**src/design/storage_pkg.sv**
```systemverilog
package storage_pkg;

    // Block decode uses address bits 23:16
    localparam logic [23:0] ADR_MASK     = 24'hFF_0000;
    localparam logic [23:0] BLOCK_STRIDE = 24'h01_0000;
    localparam int          MAX_BLOCKS   = 8;

    localparam int WORD_ADR_W = 8;
    localparam int DATA_W     = 32;

    // Base table, entry i sits at i strides
    localparam logic [23:0] MGMT_BLOCK_ADR [MAX_BLOCKS] = '{
        BLOCK_STRIDE * 24'd0, BLOCK_STRIDE * 24'd1,
        BLOCK_STRIDE * 24'd2, BLOCK_STRIDE * 24'd3,
        BLOCK_STRIDE * 24'd4, BLOCK_STRIDE * 24'd5,
        BLOCK_STRIDE * 24'd6, BLOCK_STRIDE * 24'd7
    };

    localparam logic [23:0] USER_BLOCK_ADR [MAX_BLOCKS] = '{
        BLOCK_STRIDE * 24'd0, BLOCK_STRIDE * 24'd1,
        BLOCK_STRIDE * 24'd2, BLOCK_STRIDE * 24'd3,
        BLOCK_STRIDE * 24'd4, BLOCK_STRIDE * 24'd5,
        BLOCK_STRIDE * 24'd6, BLOCK_STRIDE * 24'd7
    };

    typedef enum logic [1:0] {
        ACK_IDLE,
        ACK_RD_WAIT,
        ACK_PULSE
    } ack_state_e;

    // Derived from cyc, stb and we
    typedef enum logic [1:0] {
        OP_NONE,
        OP_READ,
        OP_WRITE
    } access_op_e;

endpackage

```
**src/design/mem_bus_if.sv**
```systemverilog
`timescale 1ns/10ps

interface mem_bus_if #(
    parameter int BLOCKS = 2
);
    import storage_pkg::*;

    // Per-block enables, active low
    logic [BLOCKS-1:0]        ena_n;
    logic [WORD_ADR_W-1:0]    addr;
    logic                     wen_n;
    logic [3:0]               wen_mask;
    logic [DATA_W-1:0]        wdata;
    // One registered word per block
    logic [BLOCKS*DATA_W-1:0] rdata;

    modport router (
        output ena_n,
        output addr,
        input  rdata
    );

    modport writer (
        output wen_n,
        output wen_mask,
        output wdata
    );

    modport mem_rw (
        input  ena_n,
        input  addr,
        input  wen_n,
        input  wen_mask,
        input  wdata,
        output rdata
    );

    modport mem_ro (
        input  ena_n,
        input  addr,
        output rdata
    );

endinterface

```
**src/design/storage_bank_router.sv**
```systemverilog
`timescale 1ns/10ps

module storage_bank_router #(
    parameter int          BLOCKS = 2,
    parameter logic [23:0] BLOCK_BASE [storage_pkg::MAX_BLOCKS] = storage_pkg::MGMT_BLOCK_ADR
) (
    input  logic                           valid_i,
    input  logic [31:0]                    wb_adr_i,
    output logic [storage_pkg::DATA_W-1:0] dat_o,
    mem_bus_if.router                      bus
);
    import storage_pkg::*;

    logic [23:0]       masked_adr;
    logic [BLOCKS-1:0] sel;

    assign masked_adr = wb_adr_i[23:0] & ADR_MASK;

    // One-hot block select from the base table
    always_comb begin
        for (int b = 0; b < BLOCKS; b++) begin
            sel[b] = (masked_adr == BLOCK_BASE[b]);
        end
    end

    assign bus.ena_n = valid_i ? ~sel : {BLOCKS{1'b1}};
    assign bus.addr  = wb_adr_i[WORD_ADR_W-1:0];

    // No hit leaves the result at zero
    always_comb begin
        dat_o = '0;
        for (int b = 0; b < BLOCKS; b++) begin
            dat_o = dat_o | (bus.rdata[b*DATA_W +: DATA_W] & {DATA_W{sel[b]}});
        end
    end

endmodule

```
**src/flat_wrapper.sv**
```systemverilog
// flat-port wrapper written by rule: the top's interface ports become plain ports
module storage_bank_router_flat import storage_pkg::*;
#(
    parameter int          BLOCKS = 2,
    parameter logic [23:0] BLOCK_BASE [storage_pkg::MAX_BLOCKS] = storage_pkg::MGMT_BLOCK_ADR
)
  (valid_i, wb_adr_i, dat_o, bus_ena_n, bus_addr, bus_rdata);
  mem_bus_if #(.BLOCKS(BLOCKS)) bus_i ();
  input  logic valid_i;
  input  logic [31:0] wb_adr_i;
  output logic [storage_pkg::DATA_W-1:0] dat_o;
  output wire logic [$bits(bus_i.ena_n)-1:0] bus_ena_n;
  output wire logic [$bits(bus_i.addr)-1:0] bus_addr;
  input wire logic [$bits(bus_i.rdata)-1:0] bus_rdata;
  assign bus_ena_n = bus_i.ena_n;
  assign bus_addr = bus_i.addr;
  assign bus_i.rdata = bus_rdata;
  storage_bank_router #(.BLOCKS(BLOCKS), .BLOCK_BASE(BLOCK_BASE)) u_core (.valid_i(valid_i), .wb_adr_i(wb_adr_i), .dat_o(dat_o), .bus(bus_i));
endmodule
```
**config.mk**
```make
export PLATFORM = sky130hd
export DESIGN_NAME = storage_bank_router_flat
export DESIGN_NICKNAME = d
export VERILOG_FILES = /design/src/design/storage_pkg.sv /design/src/design/mem_bus_if.sv /design/src/design/storage_bank_router.sv /design/src/flat_wrapper.sv
export SDC_FILE = /design/constraint.sdc
export NUM_CORES = 1
export LEC_CHECK = 0
export ABC_CLOCK_PERIOD_IN_PS = 1880
export BUFFER_PORTS_ARGS = -buffer_cell sky130_fd_sc_hd__buf_2
export CAP_MARGIN = 40
export CELL_PAD_IN_SITES_DETAIL_PLACEMENT = 1
export CELL_PAD_IN_SITES_GLOBAL_PLACEMENT = 1
export CORE_MARGIN = 2
export CORE_UTILIZATION = 13
export DETAILED_ROUTE_END_ITERATION = 12
export PLACE_DENSITY = 0.81
export SLEW_MARGIN = 10
export SYNTH_ARGS = -nofsm -noshare
export SYNTH_HDL_FRONTEND = slang
export SYNTH_SLANG_ARGS = --single-unit
```
**constraint.sdc**
```tcl
create_clock -name vclk -period 1.88
set_clock_uncertainty 0.1 [all_clocks]
set_input_delay 0.282 -clock vclk [all_inputs]
set_output_delay 0.282 -clock vclk [all_outputs]
set_load 0.03 [all_outputs]
```
# Word-level counts from Yosys, hierarchy flattened
# Index checks and enable logic that the tools add are counted.
# classes
eq_ne	1
n_mux	1
bitwise	4
n_reduce_logical	1
# op_table
cell	n
32-bit AND	2
32-bit bitwise OR	1
24-bit logical NOT	1
8-bit by 1-bit == test with 1-bit output (second input constant)	1
2-bit two-way mux	1
2-bit inverter	1
# totals
ff_bits	0
in_bits	97
output_inout_bits	42
word_cells	7

# Longest topological paths before layout
# logic_depth
word_depth	3
mapped_depth	4
mapped_depth_nobuf	2

# Worst setup path before layout
# OpenSTA, ideal clock, no wires.
# synth_path
path_kind	input -> output
start	input wb_adr_i[22]
end	output dat_o[0] (netlist bit)
t_arrival_ps	1803
t_required_ps	1498
path_slack_ps	-305
path_stages	4
n_path_buf	2
path_cell_list	or4_4 buf_6 buf_2 nor3_1
# synth_between
elab_chain_len	3
elab_cells_between_ends	5
cone_classes	1 x eq/ne; 3 x bitwise; 1 x reduce/logical
# synth_rtl
item	line_no	source
start, declared	flat_wrapper.sv:10	input logic [31:0] wb_adr_i;
24-bit logical NOT / 8-bit by 1-bit == test with 1-bit output (equally long branches)	storage_bank_router.sv:22	sel[b] = (masked_adr == BLOCK_BASE[b]);
32-bit AND	storage_bank_router.sv:33	dat_o = dat_o | (bus.rdata[b*DATA_W +: DATA_W] & {DATA_W{sel[b]}});
32-bit bitwise OR *	storage_bank_router.sv:33	
end, declared	flat_wrapper.sv:11	output logic [storage_pkg::DATA_W-1:0] dat_o;
# Mark *: on every way between the ends. The rest lies on a longest branch, timed or not.

# Worst setup path after layout
# layout_path
start	input wb_adr_i[18]
end	output bus_ena_n[0]
# layout_between
elab_chain_len	3
# layout_rtl
item	line_no	source
24-bit logical NOT	storage_bank_router.sv:22	
2-bit inverter	storage_bank_router.sv:26	assign bus.ena_n = valid_i ? ~sel : {BLOCKS{1'b1}};
2-bit two-way mux	storage_bank_router.sv:26	
end, declared	flat_wrapper.sv:12	output wire logic [$bits(bus_i.ena_n)-1:0] bus_ena_n;
# Every way passes these cells.

==> run metrics <==
syn avg cell area=7.146 µm²; fmax=505.7 MHz; Cell Area, Synth=643.1 µm²; drt pass-1 iters=2; failing checks=setup timing; Die H=74.34 µm; switching pwr=0.1025 mW; largest family of logic cells by synthesized area=multiplexers; Initial Util=0.1353; Synth Area in Adders=0; internal power=approximately 0.11 mW; largest area contributor in the netlist=mux2i_1; Synth warnings=0; Post-Layout Cell Count=around 250; xor and xnor area share after synthesis=0; max_cap viols=0; global route overflow=0; Cell variety after synth=10; Diodes inserted=0; commonest non-fill, non-tap cell in the layout=buf_2; vias in the first global route=roughly 1100; Arr. time, crit path=1.60 ns; worst slack at placement=-0.1525 ns; Slew @ Worst Pin=0.2742 ns; worst hold path type=in2out; combinational share of power=1.000; top-area cell type share of the netlist area=0.4981; Post-Synth Simple-Gate Area=0.3093; vias=1058; Vias/cell=between 4 and 5; P per Cell Area=135.6 nW/µm²; row cnt=25; num sequential=0; critical path type=in2out; Layout Nets=roughly 290; crit path capture=bus_ena_n[0]; Register Area=0 µm²; die footprint=5526 µm²; first-pass GRT wire length=between 4000 and 5000 µm; most frequent cells in the layout=buf_2, buf_4, mux2i_1; Slew Viols, Final=0; final worst slack=-0.09749 ns; clock power share=0; Area Overhead vs Synth=142.2%; design area=about 1600 µm²; Slowest cell on crit path=or4_4; CP required=1.50 ns; hold-fix buffers at CTS=0; CP peak stage delay=0.57 ns; critical path, cell by cell=buf_6, or4_4, or4_4, buf_6; Area contributors post-synth=mux2i_1, nor3_1, buf_4, buf_2, or4_4; CP Max Fanout=4; DRT iter0 DRCs=21; slew margin rel.=0.8120; leakage power=0.8107 nW; Final ANT Viol Nets=0; final critical delay including setup and external delays=1.977 ns; die width=about 74 µm; fin crit share=1.052; capturing element type of the critical path=output pin; Mapped Cells=90; outcome=finished, violations left; min-delay src=wb_adr_i[3]; GRT Overall Usage=0.1076; Ports=139; final WL=3181 µm; mux contribution to synthesized area=0.4981; RSZ-0062 raised after global routing=yes; Worst Setup Start Kind=input port; Reg power frac=0; sequential-to-total area share from yosys stat=0; syn nets=187; share of layout cells above drive strength 1=0.8118; Avg WL per Cell=12.57 µm; Final Wtd Congestion=0.6196; DP Wirelength=about 2700 µm; critical path startpoint=wb_adr_i[18]; final setup vio count=29; Peak VDD IR=0.04713 mV; largest net degree at the start of global routing=20; WHS=0.4640 ns; core footprint=4755 µm²; DRC=0; fillcell total=601; port buffer count=approximately 110; placed insts=253; complex-gate fraction of the synthesized area=0; Final Hold Vio Count=0; # clk buffers=0; placed inst area=1430 µm²; Sw Ratio=0.4851; initial antenna violation count=0
[cell usage after synthesis]
library cell	number
mux2i_1	32
nor3_1	32
buf_4	8
buf_2	6
clkbuf_1	5
or3_1	2
or4_4	2
buf_6	1
inv_1	1
nand2_1	1
[metrics by stage]
stage                     TNS, ns    util  power [mW]
after global placement     -2.937  0.3008      0.2012
final                     -0.4771  0.3276      0.2113
after detailed placement   -3.527  0.3008      0.2072
after floorplan            -3.049       -      0.1411
after CTS                 -0.7463  0.3232      0.2117
after global routing       -1.803  0.3276      0.2321
[layout make-up]
type               count  area (µm²)  share of cell area
repair buffers       116       729.5              0.4683
well taps             67       83.83             0.05382
multi-input cells     69       740.7              0.4755
inverters              1       3.754            0.002410
[power by group through the flow]
| stage | registers, mW | clock network, mW | logic, mW |
|---|---|---|---|
| 5_1_grt | 0 | 0 | 0.232 |
| 4_1_cts | 0 | 0 | 0.212 |
| 2_1_floorplan | 0 | 0 | 0.141 |
| 3_3_place_gp | 0 | 0 | 0.201 |
| 3_5_place_dp | 0 | 0 | 0.207 |
| 6_report | 0 | 0 | 0.211 |
[cell families after synthesis]
group,Yosys count
buf+inv,21
mux,32
simple gates,37
[what timing repair did]
item	in CTS	in global routing
endpoints found under the setup margin	34	34
pin swaps	1	0
setup buffers	0	0
resized for setup	39	5
[how the worst min path moves through the flow]
stage,endpoint,slack (ns),depth (start not counted)
global route,bus_addr[3],0.46,0
finish,bus_addr[3],0.46,0
CTS,bus_addr[0],0.46,0
floorplan,bus_addr[0],0.60,1
detailed placement,bus_addr[0],0.46,0
global placement,bus_addr[0],0.46,0
[critical path, delay by kind of cell]
family / cells / cell delay, ns
buf+inv: 2 / 0.24
simple gates: 2 / 1.07
[layer usage]
metal / wire [µm] / share of wire / global-route usage / vias up
li1: - / - / - / 515
met1: 1134 / 0.36 / 0.1229 / 482
met2: 1751 / 0.55 / 0.2222 / 57
met3: 283 / 0.089 / 0.01220 / 4
met4: 12 / 0.0038 / 0.003968 / 0
met5: 0 / 0 / 0 / -
Power figures use the tool's default switching activity.
