### src/design/storage_pkg.sv
package storage_pkg;

    // Block decode uses address bits 23:16
    localparam logic [23:0] ADR_MASK     = 24'hFF_0000;
    localparam logic [23:0] BLOCK_STRIDE = 24'h01_0000;
    localparam int          MAX_BLOCKS   = 8;

    localparam int WORD_ADR_W = 8;
    localparam int DATA_W     = 32;

    // Base table, entry i sits at i strides
    localparam logic [23:0] MGMT_BLOCK_ADR [MAX_BLOCKS] = '{
        BLOCK_STRIDE * 24'd0, BLOCK_STRIDE * 24'd1,
        BLOCK_STRIDE * 24'd2, BLOCK_STRIDE * 24'd3,
        BLOCK_STRIDE * 24'd4, BLOCK_STRIDE * 24'd5,
        BLOCK_STRIDE * 24'd6, BLOCK_STRIDE * 24'd7
    };

    localparam logic [23:0] USER_BLOCK_ADR [MAX_BLOCKS] = '{
        BLOCK_STRIDE * 24'd0, BLOCK_STRIDE * 24'd1,
        BLOCK_STRIDE * 24'd2, BLOCK_STRIDE * 24'd3,
        BLOCK_STRIDE * 24'd4, BLOCK_STRIDE * 24'd5,
        BLOCK_STRIDE * 24'd6, BLOCK_STRIDE * 24'd7
    };

    typedef enum logic [1:0] {
        ACK_IDLE,
        ACK_RD_WAIT,
        ACK_PULSE
    } ack_state_e;

    // Derived from cyc, stb and we
    typedef enum logic [1:0] {
        OP_NONE,
        OP_READ,
        OP_WRITE
    } access_op_e;

endpackage

### src/design/mem_bus_if.sv
`timescale 1ns/10ps

interface mem_bus_if #(
    parameter int BLOCKS = 2
);
    import storage_pkg::*;

    // Per-block enables, active low
    logic [BLOCKS-1:0]        ena_n;
    logic [WORD_ADR_W-1:0]    addr;
    logic                     wen_n;
    logic [3:0]               wen_mask;
    logic [DATA_W-1:0]        wdata;
    // One registered word per block
    logic [BLOCKS*DATA_W-1:0] rdata;

    modport router (
        output ena_n,
        output addr,
        input  rdata
    );

    modport writer (
        output wen_n,
        output wen_mask,
        output wdata
    );

    modport mem_rw (
        input  ena_n,
        input  addr,
        input  wen_n,
        input  wen_mask,
        input  wdata,
        output rdata
    );

    modport mem_ro (
        input  ena_n,
        input  addr,
        output rdata
    );

endinterface

### src/design/storage_ctrl.sv
`timescale 1ns/10ps

module storage_ctrl (
    input  logic                           wb_clk_i,
    input  logic                           rst_n_i,
    input  logic                           wb_cyc_i,
    input  logic [1:0]                     wb_stb_i,
    input  logic                           wb_we_i,
    input  logic [3:0]                     wb_sel_i,
    input  logic [storage_pkg::DATA_W-1:0] wb_dat_i,
    output logic [1:0]                     wb_ack_o,
    output logic [1:0]                     valid_o,
    mem_bus_if.writer                      mgmt_bus
);
    import storage_pkg::*;

    logic [1:0] valid;
    access_op_e op [2];
    ack_state_e state_q [2];
    logic       mgmt_wr;

    // Nothing is qualified while reset is asserted
    assign valid   = {2{wb_cyc_i & rst_n_i}} & wb_stb_i;
    assign valid_o = valid;

    always_comb begin
        for (int k = 0; k < 2; k++) begin
            if (!valid[k]) begin
                op[k] = OP_NONE;
            end else if (wb_we_i) begin
                op[k] = OP_WRITE;
            end else begin
                op[k] = OP_READ;
            end
        end
    end

    // One ack engine per strobe bit
    always_ff @(posedge wb_clk_i or negedge rst_n_i) begin
        if (!rst_n_i) begin
            wb_ack_o <= 2'b00;
            for (int k = 0; k < 2; k++) begin
                state_q[k] <= ACK_IDLE;
            end
        end else begin
            for (int k = 0; k < 2; k++) begin
                case (state_q[k])
                    ACK_IDLE: begin
                        wb_ack_o[k] <= (op[k] == OP_WRITE);
                        if (op[k] == OP_WRITE) begin
                            state_q[k] <= ACK_PULSE;
                        end else if (op[k] == OP_READ) begin
                            state_q[k] <= ACK_RD_WAIT;
                        end
                    end
                    ACK_RD_WAIT: begin
                        // SRAM word is registered by now
                        if (op[k] == OP_READ) begin
                            wb_ack_o[k] <= 1'b1;
                            state_q[k]  <= ACK_PULSE;
                        end else begin
                            wb_ack_o[k] <= 1'b0;
                            state_q[k]  <= ACK_IDLE;
                        end
                    end
                    ACK_PULSE: begin
                        wb_ack_o[k] <= 1'b0;
                        // Hold here until strobe drops
                        if (op[k] == OP_NONE) begin
                            state_q[k] <= ACK_IDLE;
                        end
                    end
                    default: begin
                        wb_ack_o[k] <= 1'b0;
                        state_q[k]  <= ACK_IDLE;
                    end
                endcase
            end
        end
    end

    // Write lands on the same edge as the ack
    assign mgmt_wr           = (op[0] == OP_WRITE) && (state_q[0] == ACK_IDLE);
    assign mgmt_bus.wen_n    = ~mgmt_wr;
    assign mgmt_bus.wen_mask = wb_sel_i & {4{mgmt_wr}};
    assign mgmt_bus.wdata    = wb_dat_i;

endmodule

### src/flat_wrapper.sv
// flat-port wrapper written by rule: the top's interface ports become plain ports
module storage_ctrl_flat import storage_pkg::*;
  (wb_clk_i, rst_n_i, wb_cyc_i, wb_stb_i, wb_we_i, wb_sel_i, wb_dat_i, wb_ack_o, valid_o, mgmt_bus_wen_n, mgmt_bus_wen_mask, mgmt_bus_wdata);
  mem_bus_if mgmt_bus_i ();
  input  logic wb_clk_i;
  input  logic rst_n_i;
  input  logic wb_cyc_i;
  input  logic [1:0] wb_stb_i;
  input  logic wb_we_i;
  input  logic [3:0] wb_sel_i;
  input  logic [storage_pkg::DATA_W-1:0] wb_dat_i;
  output logic [1:0] wb_ack_o;
  output logic [1:0] valid_o;
  output wire logic [$bits(mgmt_bus_i.wen_n)-1:0] mgmt_bus_wen_n;
  output wire logic [$bits(mgmt_bus_i.wen_mask)-1:0] mgmt_bus_wen_mask;
  output wire logic [$bits(mgmt_bus_i.wdata)-1:0] mgmt_bus_wdata;
  assign mgmt_bus_wen_n = mgmt_bus_i.wen_n;
  assign mgmt_bus_wen_mask = mgmt_bus_i.wen_mask;
  assign mgmt_bus_wdata = mgmt_bus_i.wdata;
  storage_ctrl u_core (.wb_clk_i(wb_clk_i), .rst_n_i(rst_n_i), .wb_cyc_i(wb_cyc_i), .wb_stb_i(wb_stb_i), .wb_we_i(wb_we_i), .wb_sel_i(wb_sel_i), .wb_dat_i(wb_dat_i), .wb_ack_o(wb_ack_o), .valid_o(valid_o), .mgmt_bus(mgmt_bus_i));
endmodule
### config.mk
export PLATFORM = sky130hd
export DESIGN_NAME = storage_ctrl_flat
export DESIGN_NICKNAME = d
export VERILOG_FILES = /design/src/design/storage_pkg.sv /design/src/design/mem_bus_if.sv /design/src/design/storage_ctrl.sv /design/src/flat_wrapper.sv
export SDC_FILE = /design/constraint.sdc
export NUM_CORES = 1
export LEC_CHECK = 0
export ABC_AREA = 0
export BUFFER_PORTS_ARGS = -buffer_cell sky130_fd_sc_hd__clkbuf_2
export CAP_MARGIN = 40
export CORE_MARGIN = 1.5
export CORE_UTILIZATION = 31
export CTS_CLUSTER_SIZE = 30
export DETAILED_ROUTE_END_ITERATION = 10
export HOLD_SLACK_MARGIN = 0.12
export PLACE_DENSITY = 0.84
export SYNTH_ARGS = -nofsm -noshare
export SYNTH_HDL_FRONTEND = slang
export SYNTH_SLANG_ARGS = --single-unit
### constraint.sdc
create_clock -name wb_clk_i -period 2.2 [get_ports wb_clk_i]
set_clock_uncertainty 0.05 [all_clocks]
set_input_delay 0.22 -clock wb_clk_i [delete_from_list [all_inputs] [get_ports wb_clk_i]]
set_output_delay 0.22 -clock wb_clk_i [all_outputs]
set_load 0.05 [all_outputs]
Word level (Yosys, flattened, before mapping):

Index checks and enable logic that the tools add are counted.

* add/subtract/negate cells: 0
* multipliers: 0
* divide/modulo/power cells: 0
* magnitude comparators: 0
* equal/unequal tests: 12
* shifts and indexed selects: 0
* muxes and demuxes: 17
* bitwise gates (word level): 4
* reductions and logical operators: 7

Operators with widths (number)
* $mux W2: 11
* $pmux W2 S3: 2
* $eq A2 B1 Y1 const B: 4
* $eq A2 B2 Y1 const B: 4
* $logic_not A2 Y1: 4
* $ne A3 B1 Y1 const B: 2
* $and A4 B4 Y4: 1
* $ne A2 B1 Y1 const B: 2
* $pmux W1 S2: 2
* $reduce_and A2 Y1: 2
* $and A2 B2 Y2: 1
* $mux W1: 2
* $and A1 B1 Y1: 1
* $logic_and A1 B1 Y1: 1
* $not A1 Y1: 1

* register bits: 6
* latch bits: 0
* bits in writable memories: 0
* bits in read-only memories: 0
* input port bits: 42
* memories: 0

Logic depth before layout (Yosys ltp):

Gate-level depths: netlist of the first run.

* depth after elaboration: 7
* mapped depth: 3
* depth with buffers taken out: 3

Least setup slack after synthesis of the first run:

OpenSTA, ideal clock, no wires.

* path type: input-to-output
* start point: input port wb_cyc_i
* end point: output port mgmt_bus_wen_mask[0]
* arrival time: 1089 ps
* required time: 1930 ps
* setup slack: 841 ps
* cell stages on the path: 3
* buffers on the path: 0
* path through: nand3_2 -> inv_2 -> and4_1

* cells in the longest elaborated chain, start to end: 6

RTL lines
* start: declaration: line flat_wrapper.sv:7 `input logic wb_cyc_i;`
* $and A1 B1 Y1: line storage_ctrl.sv:23 `assign valid = {2{wb_cyc_i & rst_n_i}} & wb_stb_i;`
* $and A2 B2 Y2: line storage_ctrl.sv:23
* via valid_o[0]: line flat_wrapper.sv:13 `output logic [1:0] valid_o;`
* $mux W2: line storage_ctrl.sv:28 `if (!valid[k]) begin`
* $eq A2 B2 Y1: line storage_ctrl.sv:83 `assign mgmt_wr = (op[0] == OP_WRITE) && (state_q[0] == ACK_IDLE);`
* $logic_and A1 B1 Y1: line storage_ctrl.sv:83
* $and A4 B4 Y4: line storage_ctrl.sv:85 `assign mgmt_bus.wen_mask = wb_sel_i & {4{mgmt_wr}};`
* end: declaration: line flat_wrapper.sv:15 `output wire logic [$bits(mgmt_bus_i.wen_mask)-1:0] mgmt_bus_wen_mask;`

The timed path passes the listed nets, and every way through them passes these cells.

Final worst setup path of the first run:

* start point: input port rst_n_i
* end point: output port mgmt_bus_wen_mask[3]

* cells in the longest elaborated chain, start to end: 6

RTL lines
* start: declaration: line flat_wrapper.sv:6 `input logic rst_n_i;`
* $and A1 B1 Y1: line storage_ctrl.sv:23
* $and A2 B2 Y2: line storage_ctrl.sv:23
* $mux W2: line storage_ctrl.sv:28
* $eq A2 B2 Y1: line storage_ctrl.sv:83
* $logic_and A1 B1 Y1: line storage_ctrl.sv:83
* $and A4 B4 Y4: line storage_ctrl.sv:85

Every way passes these cells.

==> impl_metrics.env, run 1 <==
export IMPL_run_status="finished, final reports clean"
export IMPL_max_cap_violations=0
export IMPL_finalNetCount=94
export IMPL_required_ns=1.93
export IMPL_antenna_violations_before_repair=0
export IMPL_max_vdd_ir_drop_mv=0.177
export IMPL_power_density_nw_per_um2=570
export IMPL_routed_wire_length_um=967
export IMPL_setup_viol=0
export IMPL_min_period_over_period_pct=88.1
export IMPL_timing_max_slew_rel_slack_pct=81.5
export IMPL_critPathLaunchType="primary input"
export IMPL_synthTopCellsByCount="sky130_fd_sc_hd__buf_4 (32), sky130_fd_sc_hd__dfrtp_1 (6), sky130_fd_sc_hd__and4_1 (4), sky130_fd_sc_hd__nor3_1 (3), sky130_fd_sc_hd__nor3_2 (3)"
export IMPL_holdCritPathClass="in -> reg"
export IMPL_cts_reportedPaths_clkPinSlew_ns=0.04
export IMPL_setup_worst_path_end_class="output pin"
export IMPL_crit_path_start="rst_n_i"
export IMPL_drt_iter0_drc=3
export IMPL_crit_arrival_ns=1.67
export IMPL_worstReg2RegEnd="u_core.state_q[2]"
export IMPL_nFillCells=191
export IMPL_die_width_um=45.5
export IMPL_largest_net_degree_at_the_start_of_global_routing=13
export IMPL_clkLatencyLatePin_ns=0.24
export IMPL_gp_congestion=0.781
export IMPL_hold_end="u_core.wb_ack_o[0]"
export IMPL_clk_root_buffer_cell="sky130_fd_sc_hd__clkbuf_4"
export IMPL_whs_ns=0.186
export IMPL_slew_violations=0
export IMPL_die_height_um=45.5
export IMPL_async_reset_ff_share_pct=100
export IMPL_final_core_util_pct=27.1
export IMPL_synth_cell_types=15
export IMPL_max_slew_worst_pin_slew_ns=0.278
export IMPL_worst_r2r_startpoint="u_core.state_q[3]"
export IMPL_avg_cell_area_syn_sq_um=9.19
export IMPL_first_pass_iters=4
export IMPL_drt_antenna_violating_nets=0
export IMPL_fp_dieArea_sq_um=2070
export IMPL_grt_util_all_layers_pct=9.59
export IMPL_fin_ws_ns=0.262
export IMPL_synth_most_common_cell="sky130_fd_sc_hd__buf_4"
export IMPL_total_leakage_power_nw=0.234
export IMPL_placed_cells=71
export IMPL_ys_top_cells_by_area="sky130_fd_sc_hd__buf_4 (43%), sky130_fd_sc_hd__dfrtp_1 (27%), sky130_fd_sc_hd__and4_1 (6.3%)"
export IMPL_timing_hold_worst_start="wb_stb_i[0]"
export IMPL_post_cts_resized_instances=0
export IMPL_final_period_minus_worst_setup_slack_ns=1.94
export IMPL_count_of_flip_flops_with_a_built_in_enable_after_synthesis=0
export IMPL_initial_core_util_pct=32.8
export IMPL_placementRows=15
export IMPL_syn_to_final_growth_pct=-17.4
export IMPL_final_cell_count_no_fill=75
export IMPL_synthDominantAreaCellType="sky130_fd_sc_hd__buf_4"
export IMPL_yosys_area_top_type_share_pct=42.9
export IMPL_synthFlopType="sky130_fd_sc_hd__dfrtp_1"
export IMPL_final_setup_tns_ns=0
export IMPL_synth_warning_count=0
export IMPL_mappedNetlistNets=103
export IMPL_drive_above_1_share_pct=54.0
export IMPL_place_detailed_hpwl_um=797
export IMPL_via_count=341
export IMPL_critPathMaxFanout=8
export IMPL_max_clock_path_buffers=2
export IMPL_synth_seq_cells=6
export IMPL_numPortBuffers=18
export IMPL_hold_buffers=1
export IMPL_r2r_setup_slk_ns=1.27
export IMPL_post_cts_repair_setup_buffers=0
export IMPL_tritoncts="done"
export IMPL_drc_errors=0
export IMPL_clock_tree_htree_level_count=1
export IMPL_achievable_frequency_ghz=0.516
export IMPL_grt_first_pass_wirelength_um=1310
export IMPL_cts_buffers=3
export IMPL_worst_r2r_path_depth=2
export IMPL_report_final_hold_viol_count=0
export IMPL_synthesis_area_sq_um=561
export IMPL_dp_slack_ns=0.789
export IMPL_drt_vias_per_instance=4.55
export IMPL_rsz0062_at_grt="false"
export IMPL_grt_pass1_vias=285
export IMPL_cts_sinks=6
export IMPL_synth_sequential_area_ratio_pct=26.8
export IMPL_remaining_global_route_overflow=0
export IMPL_wire_per_inst_um=12.9
export IMPL_synthesis_instances=61
export IMPL_io_pins=83
export IMPL_coreArea_sq_um=1710
export IMPL_antenna_diode_count=0
export IMPL_crit_type="in -> out"
export IMPL_whs_path_depth=3
==> layer usage <==
layer | GRT usage [%] | wire length, um
met1 | 7.89 | 263
met2 | 13.2 | 477
met3 | 6.35 | 151
met4 | 12.9 | 75
met5 | 0 | 0
==> cell type report <==
class / count / area, sq um / area share (%)
multi-input cells: 20 / 151 / 32.7
well taps: 25 / 31.3 / 6.76
inverters: 2 / 7.51 / 1.62
repair buffers: 19 / 100 / 21.6
flip-flops and latches: 6 / 150 / 32.4
clock buffers: 3 / 22.5 / 4.86
==> power by group <==
part	total [W]	switching [W]	internal (W)
logic	0.0000475	0.0000314	0.0000160
registers	0.000117	0.00000300	0.000114
clock network	0.0000995	0.0000380	0.0000616
total	0.000264	0.0000724	0.000192
==> cell families after synthesis <==
family | after synthesis | synth area share, %
buffers and inverters | 35 | 46.2
and+or+nand+nor | 16 | 21.2
DFF | 6 | 26.8
AOI/OAI and AO/OA | 2 | 2.68
xor gates and xnor gates | 2 | 3.13
==> critical path: stages <==
cell	delay (ns)
sky130_fd_sc_hd__dlygate4sd3_1	0.52
sky130_fd_sc_hd__clkbuf_2	0.21
sky130_fd_sc_hd__nand3_2	0.14
sky130_fd_sc_hd__inv_2	0.12
sky130_fd_sc_hd__and4_1	0.19
sky130_fd_sc_hd__clkbuf_2	0.27
==> sequential cells by signal, indices dropped and copies added (netlist names) <==
signal,count
u_core.state_q,4
u_core.wb_ack_o,2
==> how the worst max path moves through the flow <==
stage                                      end  slack (ns)  cells after the start
after detailed placement  mgmt_bus_wen_mask[3]        0.79                      5
after global routing      mgmt_bus_wen_mask[3]        0.14                      6
after floorplan           mgmt_bus_wen_mask[0]        0.84                      3
final                     mgmt_bus_wen_mask[3]        0.26                      6
after global placement    mgmt_bus_wen_mask[2]        0.83                      5
after CTS                 mgmt_bus_wen_mask[3]        0.25                      6
==> layout by cell type, fill, tap and decap left out, drive strengths merged <==
cell / synthesis / final
o21a: 2 / 2
and2: 1 / 1
nor2: 1 / 1
clkbuf: 0 / 21
dfrtp: 6 / 6
inv: 2 / 2
xnor2: 2 / 2
nor3: 6 / 6
dlygate4sd3: 0 / 1
and4: 4 / 4
nor4: 1 / 1
nand3: 3 / 3
==> through the flow <==
step / area [sq um] / total power (W)
floorplan: 561 / 0.000306
global placement: 430 / 0.000164
detailed placement: 430 / 0.000165
CTS: 463 / 0.000270
global route: 463 / 0.000281
finish: 463 / 0.000264
Power figures use the tool's default switching activity.
==> run 2, diff against run 1 <==
--- a/config.mk
+++ b/config.mk
@@ -5,15 +5,15 @@
 export SDC_FILE = /design/constraint.sdc
 export NUM_CORES = 1
 export LEC_CHECK = 0
-export ABC_AREA = 0
+export ABC_AREA = 1
 export BUFFER_PORTS_ARGS = -buffer_cell sky130_fd_sc_hd__clkbuf_2
 export CAP_MARGIN = 40
 export CORE_MARGIN = 1.5
-export CORE_UTILIZATION = 31
+export CORE_UTILIZATION = 32
 export CTS_CLUSTER_SIZE = 30
 export DETAILED_ROUTE_END_ITERATION = 10
 export HOLD_SLACK_MARGIN = 0.12
-export PLACE_DENSITY = 0.84
+export PLACE_DENSITY = 0.85
 export SYNTH_ARGS = -nofsm -noshare
 export SYNTH_HDL_FRONTEND = slang
 export SYNTH_SLANG_ARGS = --single-unit
==> run 2 against run 1 <==
  * Sequential power barely moved
  * Final area rose by 6.8%
  * Register-to-register slack improved by 0.07 ns
  * Sequential share of layout area fell by 2.1 points
  * Wire length rose by 12%
  * Synthesized area rose by 3.6%
  * First-iteration DRC count rose by 33%
  * Die area rose by 0.33%
==> impl_metrics.env, run 2 <==
export IMPL_run_status="finished, final reports clean"
export IMPL_die_width_um=45.6
export IMPL_placementRows=15
export IMPL_rsz0062_at_grt="false"
export IMPL_synthTopCellsByCount="sky130_fd_sc_hd__buf_4 (32), sky130_fd_sc_hd__inv_1 (9), sky130_fd_sc_hd__nor2_1 (7), sky130_fd_sc_hd__dfrtp_1 (6), sky130_fd_sc_hd__nand2_1 (6)"
export IMPL_gp_congestion=0.767
export IMPL_synth_cell_types=14
export IMPL_power_density_nw_per_um2=549
export IMPL_clk_root_buffer_cell="sky130_fd_sc_hd__clkbuf_4"
export IMPL_max_cap_violations=0
export IMPL_drc_errors=0
export IMPL_antenna_diode_count=0
export IMPL_dp_slack_ns=0.703
export IMPL_grt_pass1_vias=380
export IMPL_mappedNetlistNets=118
export IMPL_grt_first_pass_wirelength_um=1560
export IMPL_count_of_flip_flops_with_a_built_in_enable_after_synthesis=0
export IMPL_synth_seq_cells=6
export IMPL_drt_vias_per_instance=4.43
export IMPL_slew_violations=0
export IMPL_critPathMaxFanout=9
export IMPL_mostFrequentLayoutCell="sky130_fd_sc_hd__clkbuf_2"
export IMPL_first_pass_iters=4
export IMPL_tritoncts="done"
export IMPL_total_leakage_power_nw=0.284
export IMPL_report_final_hold_viol_count=0
export IMPL_yosys_area_top_type_share_pct=41.4
export IMPL_synthDominantAreaCellType="sky130_fd_sc_hd__buf_4"
export IMPL_setup_viol=0
export IMPL_wire_per_inst_um=11.9
export IMPL_final_core_util_pct=28.9
export IMPL_grt_util_all_layers_pct=11.2
export IMPL_numPortBuffers=18
export IMPL_cts_sinks=6
export IMPL_max_vdd_ir_drop_mv=0.0993
export IMPL_coreArea_sq_um=1710
export IMPL_fin_ws_ns=0.203
export IMPL_required_ns=1.93
export IMPL_synth_sequential_area_ratio_pct=25.9
export IMPL_fp_dieArea_sq_um=2080
export IMPL_syn_to_final_growth_pct=-14.9
export IMPL_max_slew_worst_pin_slew_ns=0.282
export IMPL_crit_type="in -> out"
export IMPL_finalNetCount=110
export IMPL_largest_reg_flops=4
export IMPL_synth_most_common_cell="sky130_fd_sc_hd__buf_4"
export IMPL_timing_max_slew_rel_slack_pct=81.3
export IMPL_holdCritPathClass="in -> reg"
export IMPL_groute_layer_met1_usage_pct=7.99
export IMPL_achievable_frequency_ghz=0.501
export IMPL_drive_above_1_share_pct=42.4
export IMPL_min_period_over_period_pct=90.8
export IMPL_crit_arrival_ns=1.73
export IMPL_largest_net_degree_at_the_start_of_global_routing=10
export IMPL_max_flop_register="u_core.state_q"
export IMPL_setup_worst_path_end_class="output pin"
export IMPL_avg_cell_area_syn_sq_um=7.64
export IMPL_grt_busiest_layer="met2"
export IMPL_cts_buffers=3
export IMPL_globalRouteMet3Util_pct=5.95
export IMPL_initial_core_util_pct=34.0
export IMPL_critPathLaunchType="primary input"
export IMPL_max_clock_path_buffers=2
export IMPL_clock_tree_htree_level_count=1
export IMPL_final_period_minus_worst_setup_slack_ns=2.00
export IMPL_die_height_um=45.6
export IMPL_synthesis_instances=76
export IMPL_async_reset_ff_share_pct=100
export IMPL_synth_warning_count=0
export IMPL_gr_usage_met2_pct=17.5
export IMPL_synthesis_area_sq_um=581
export IMPL_synthFlopType="sky130_fd_sc_hd__dfrtp_1"
export IMPL_remaining_global_route_overflow=0
export IMPL_ys_top_cells_by_area="sky130_fd_sc_hd__buf_4 (41%), sky130_fd_sc_hd__dfrtp_1 (26%), sky130_fd_sc_hd__inv_1 (5.8%)"
export IMPL_clkLatencyLatePin_ns=0.24
export IMPL_cts_reportedPaths_clkPinSlew_ns=0.05
export IMPL_final_setup_tns_ns=0
export IMPL_drt_antenna_violating_nets=0
export IMPL_place_detailed_hpwl_um=921
export IMPL_report_power_total_w=0.000271
export IMPL_via_count=403
export IMPL_drt_iter0_drc=4
export IMPL_final_cell_mix="sky130_fd_sc_hd__clkbuf_2 (18), sky130_fd_sc_hd__inv_1 (9), sky130_fd_sc_hd__nor2_1 (7)"
export IMPL_io_pins=83
export IMPL_reg_top3="u_core.state_q (4), u_core.wb_ack_o (2)"
export IMPL_post_cts_repair_setup_buffers=0
export IMPL_antenna_violations_before_repair=0
export IMPL_routed_wire_length_um=1090
-- run 2: cells by family after synthesis --
family / Yosys count / synth area share [%]
simple gates: 28 / 26.3
buf+inv: 42 / 47.8
flops: 6 / 25.9
-- run 2: path summary, 6_finish.rpt --
kind                       cells past startpoint                   end               from  slack, ns
min reg2reg                                    1     u_core.state_q[0]  u_core.state_q[1]       0.42
max in group asynchronous                      2     u_core.state_q[3]            rst_n_i       1.61
min                                            3     u_core.state_q[0]        wb_stb_i[1]       0.20
max reg2reg                                    5     u_core.state_q[1]  u_core.state_q[0]       1.34
max                                            5  mgmt_bus_wen_mask[3]            rst_n_i       0.20
min in group asynchronous                      2    u_core.wb_ack_o[1]            rst_n_i       0.31
-- run 2: repair_timing --
item                                    CTS  global route
hold endpoints to repair                  6             0
endpoints found under the setup margin    0             0
hold buffers                              1             0
gates resized for setup                   0             0
-- run 2: critical path, cell delays in order --
cell and delay [ns]:
sky130_fd_sc_hd__dlygate4sd3_1 0.52, sky130_fd_sc_hd__clkbuf_2 0.23, sky130_fd_sc_hd__nand3_1 0.20, sky130_fd_sc_hd__nor3_1 0.24
sky130_fd_sc_hd__clkbuf_2 0.31
-- run 2: per-stage QoR --
| step | hold WS (ns) | instance area [sq um] | instances |
|---|---|---|---|
| detailed placement | 0.0291 | 462 | 87 |
| global placement | 0.0205 | 462 | 87 |
| global route | 0.235 | 494 | 91 |
| finish | 0.199 | 494 | 91 |
| floorplan | -0.126 | 581 | 76 |
| CTS | 0.194 | 494 | 91 |
-- run 2: area by class of cell --
type                       count  area, sq um
fill                         190         1210
multi-input combinational     28          153
sequential                     6          150
timing repair buffer          19          100
inverter                      10         37.5
tap                           25         31.3
clock buffer                   3         22.5
-- run 2: where the power goes --
part	switching, W	total [W]	internal, W
registers	0.00000197	0.000116	0.000114
logic	0.0000363	0.0000532	0.0000169
clock network	0.0000406	0.000102	0.0000618
total	0.0000789	0.000271	0.000193
-- run 2: metal layers --
layer | share of wire (%) | vias up | routed length, um
met1 | 26 | 176 | 287
met4 | 7.6 | 0 | 82
li1 | - | 180 | -
met5 | 0 | - | 0
met3 | 14 | 14 | 152
met2 | 52 | 33 | 562
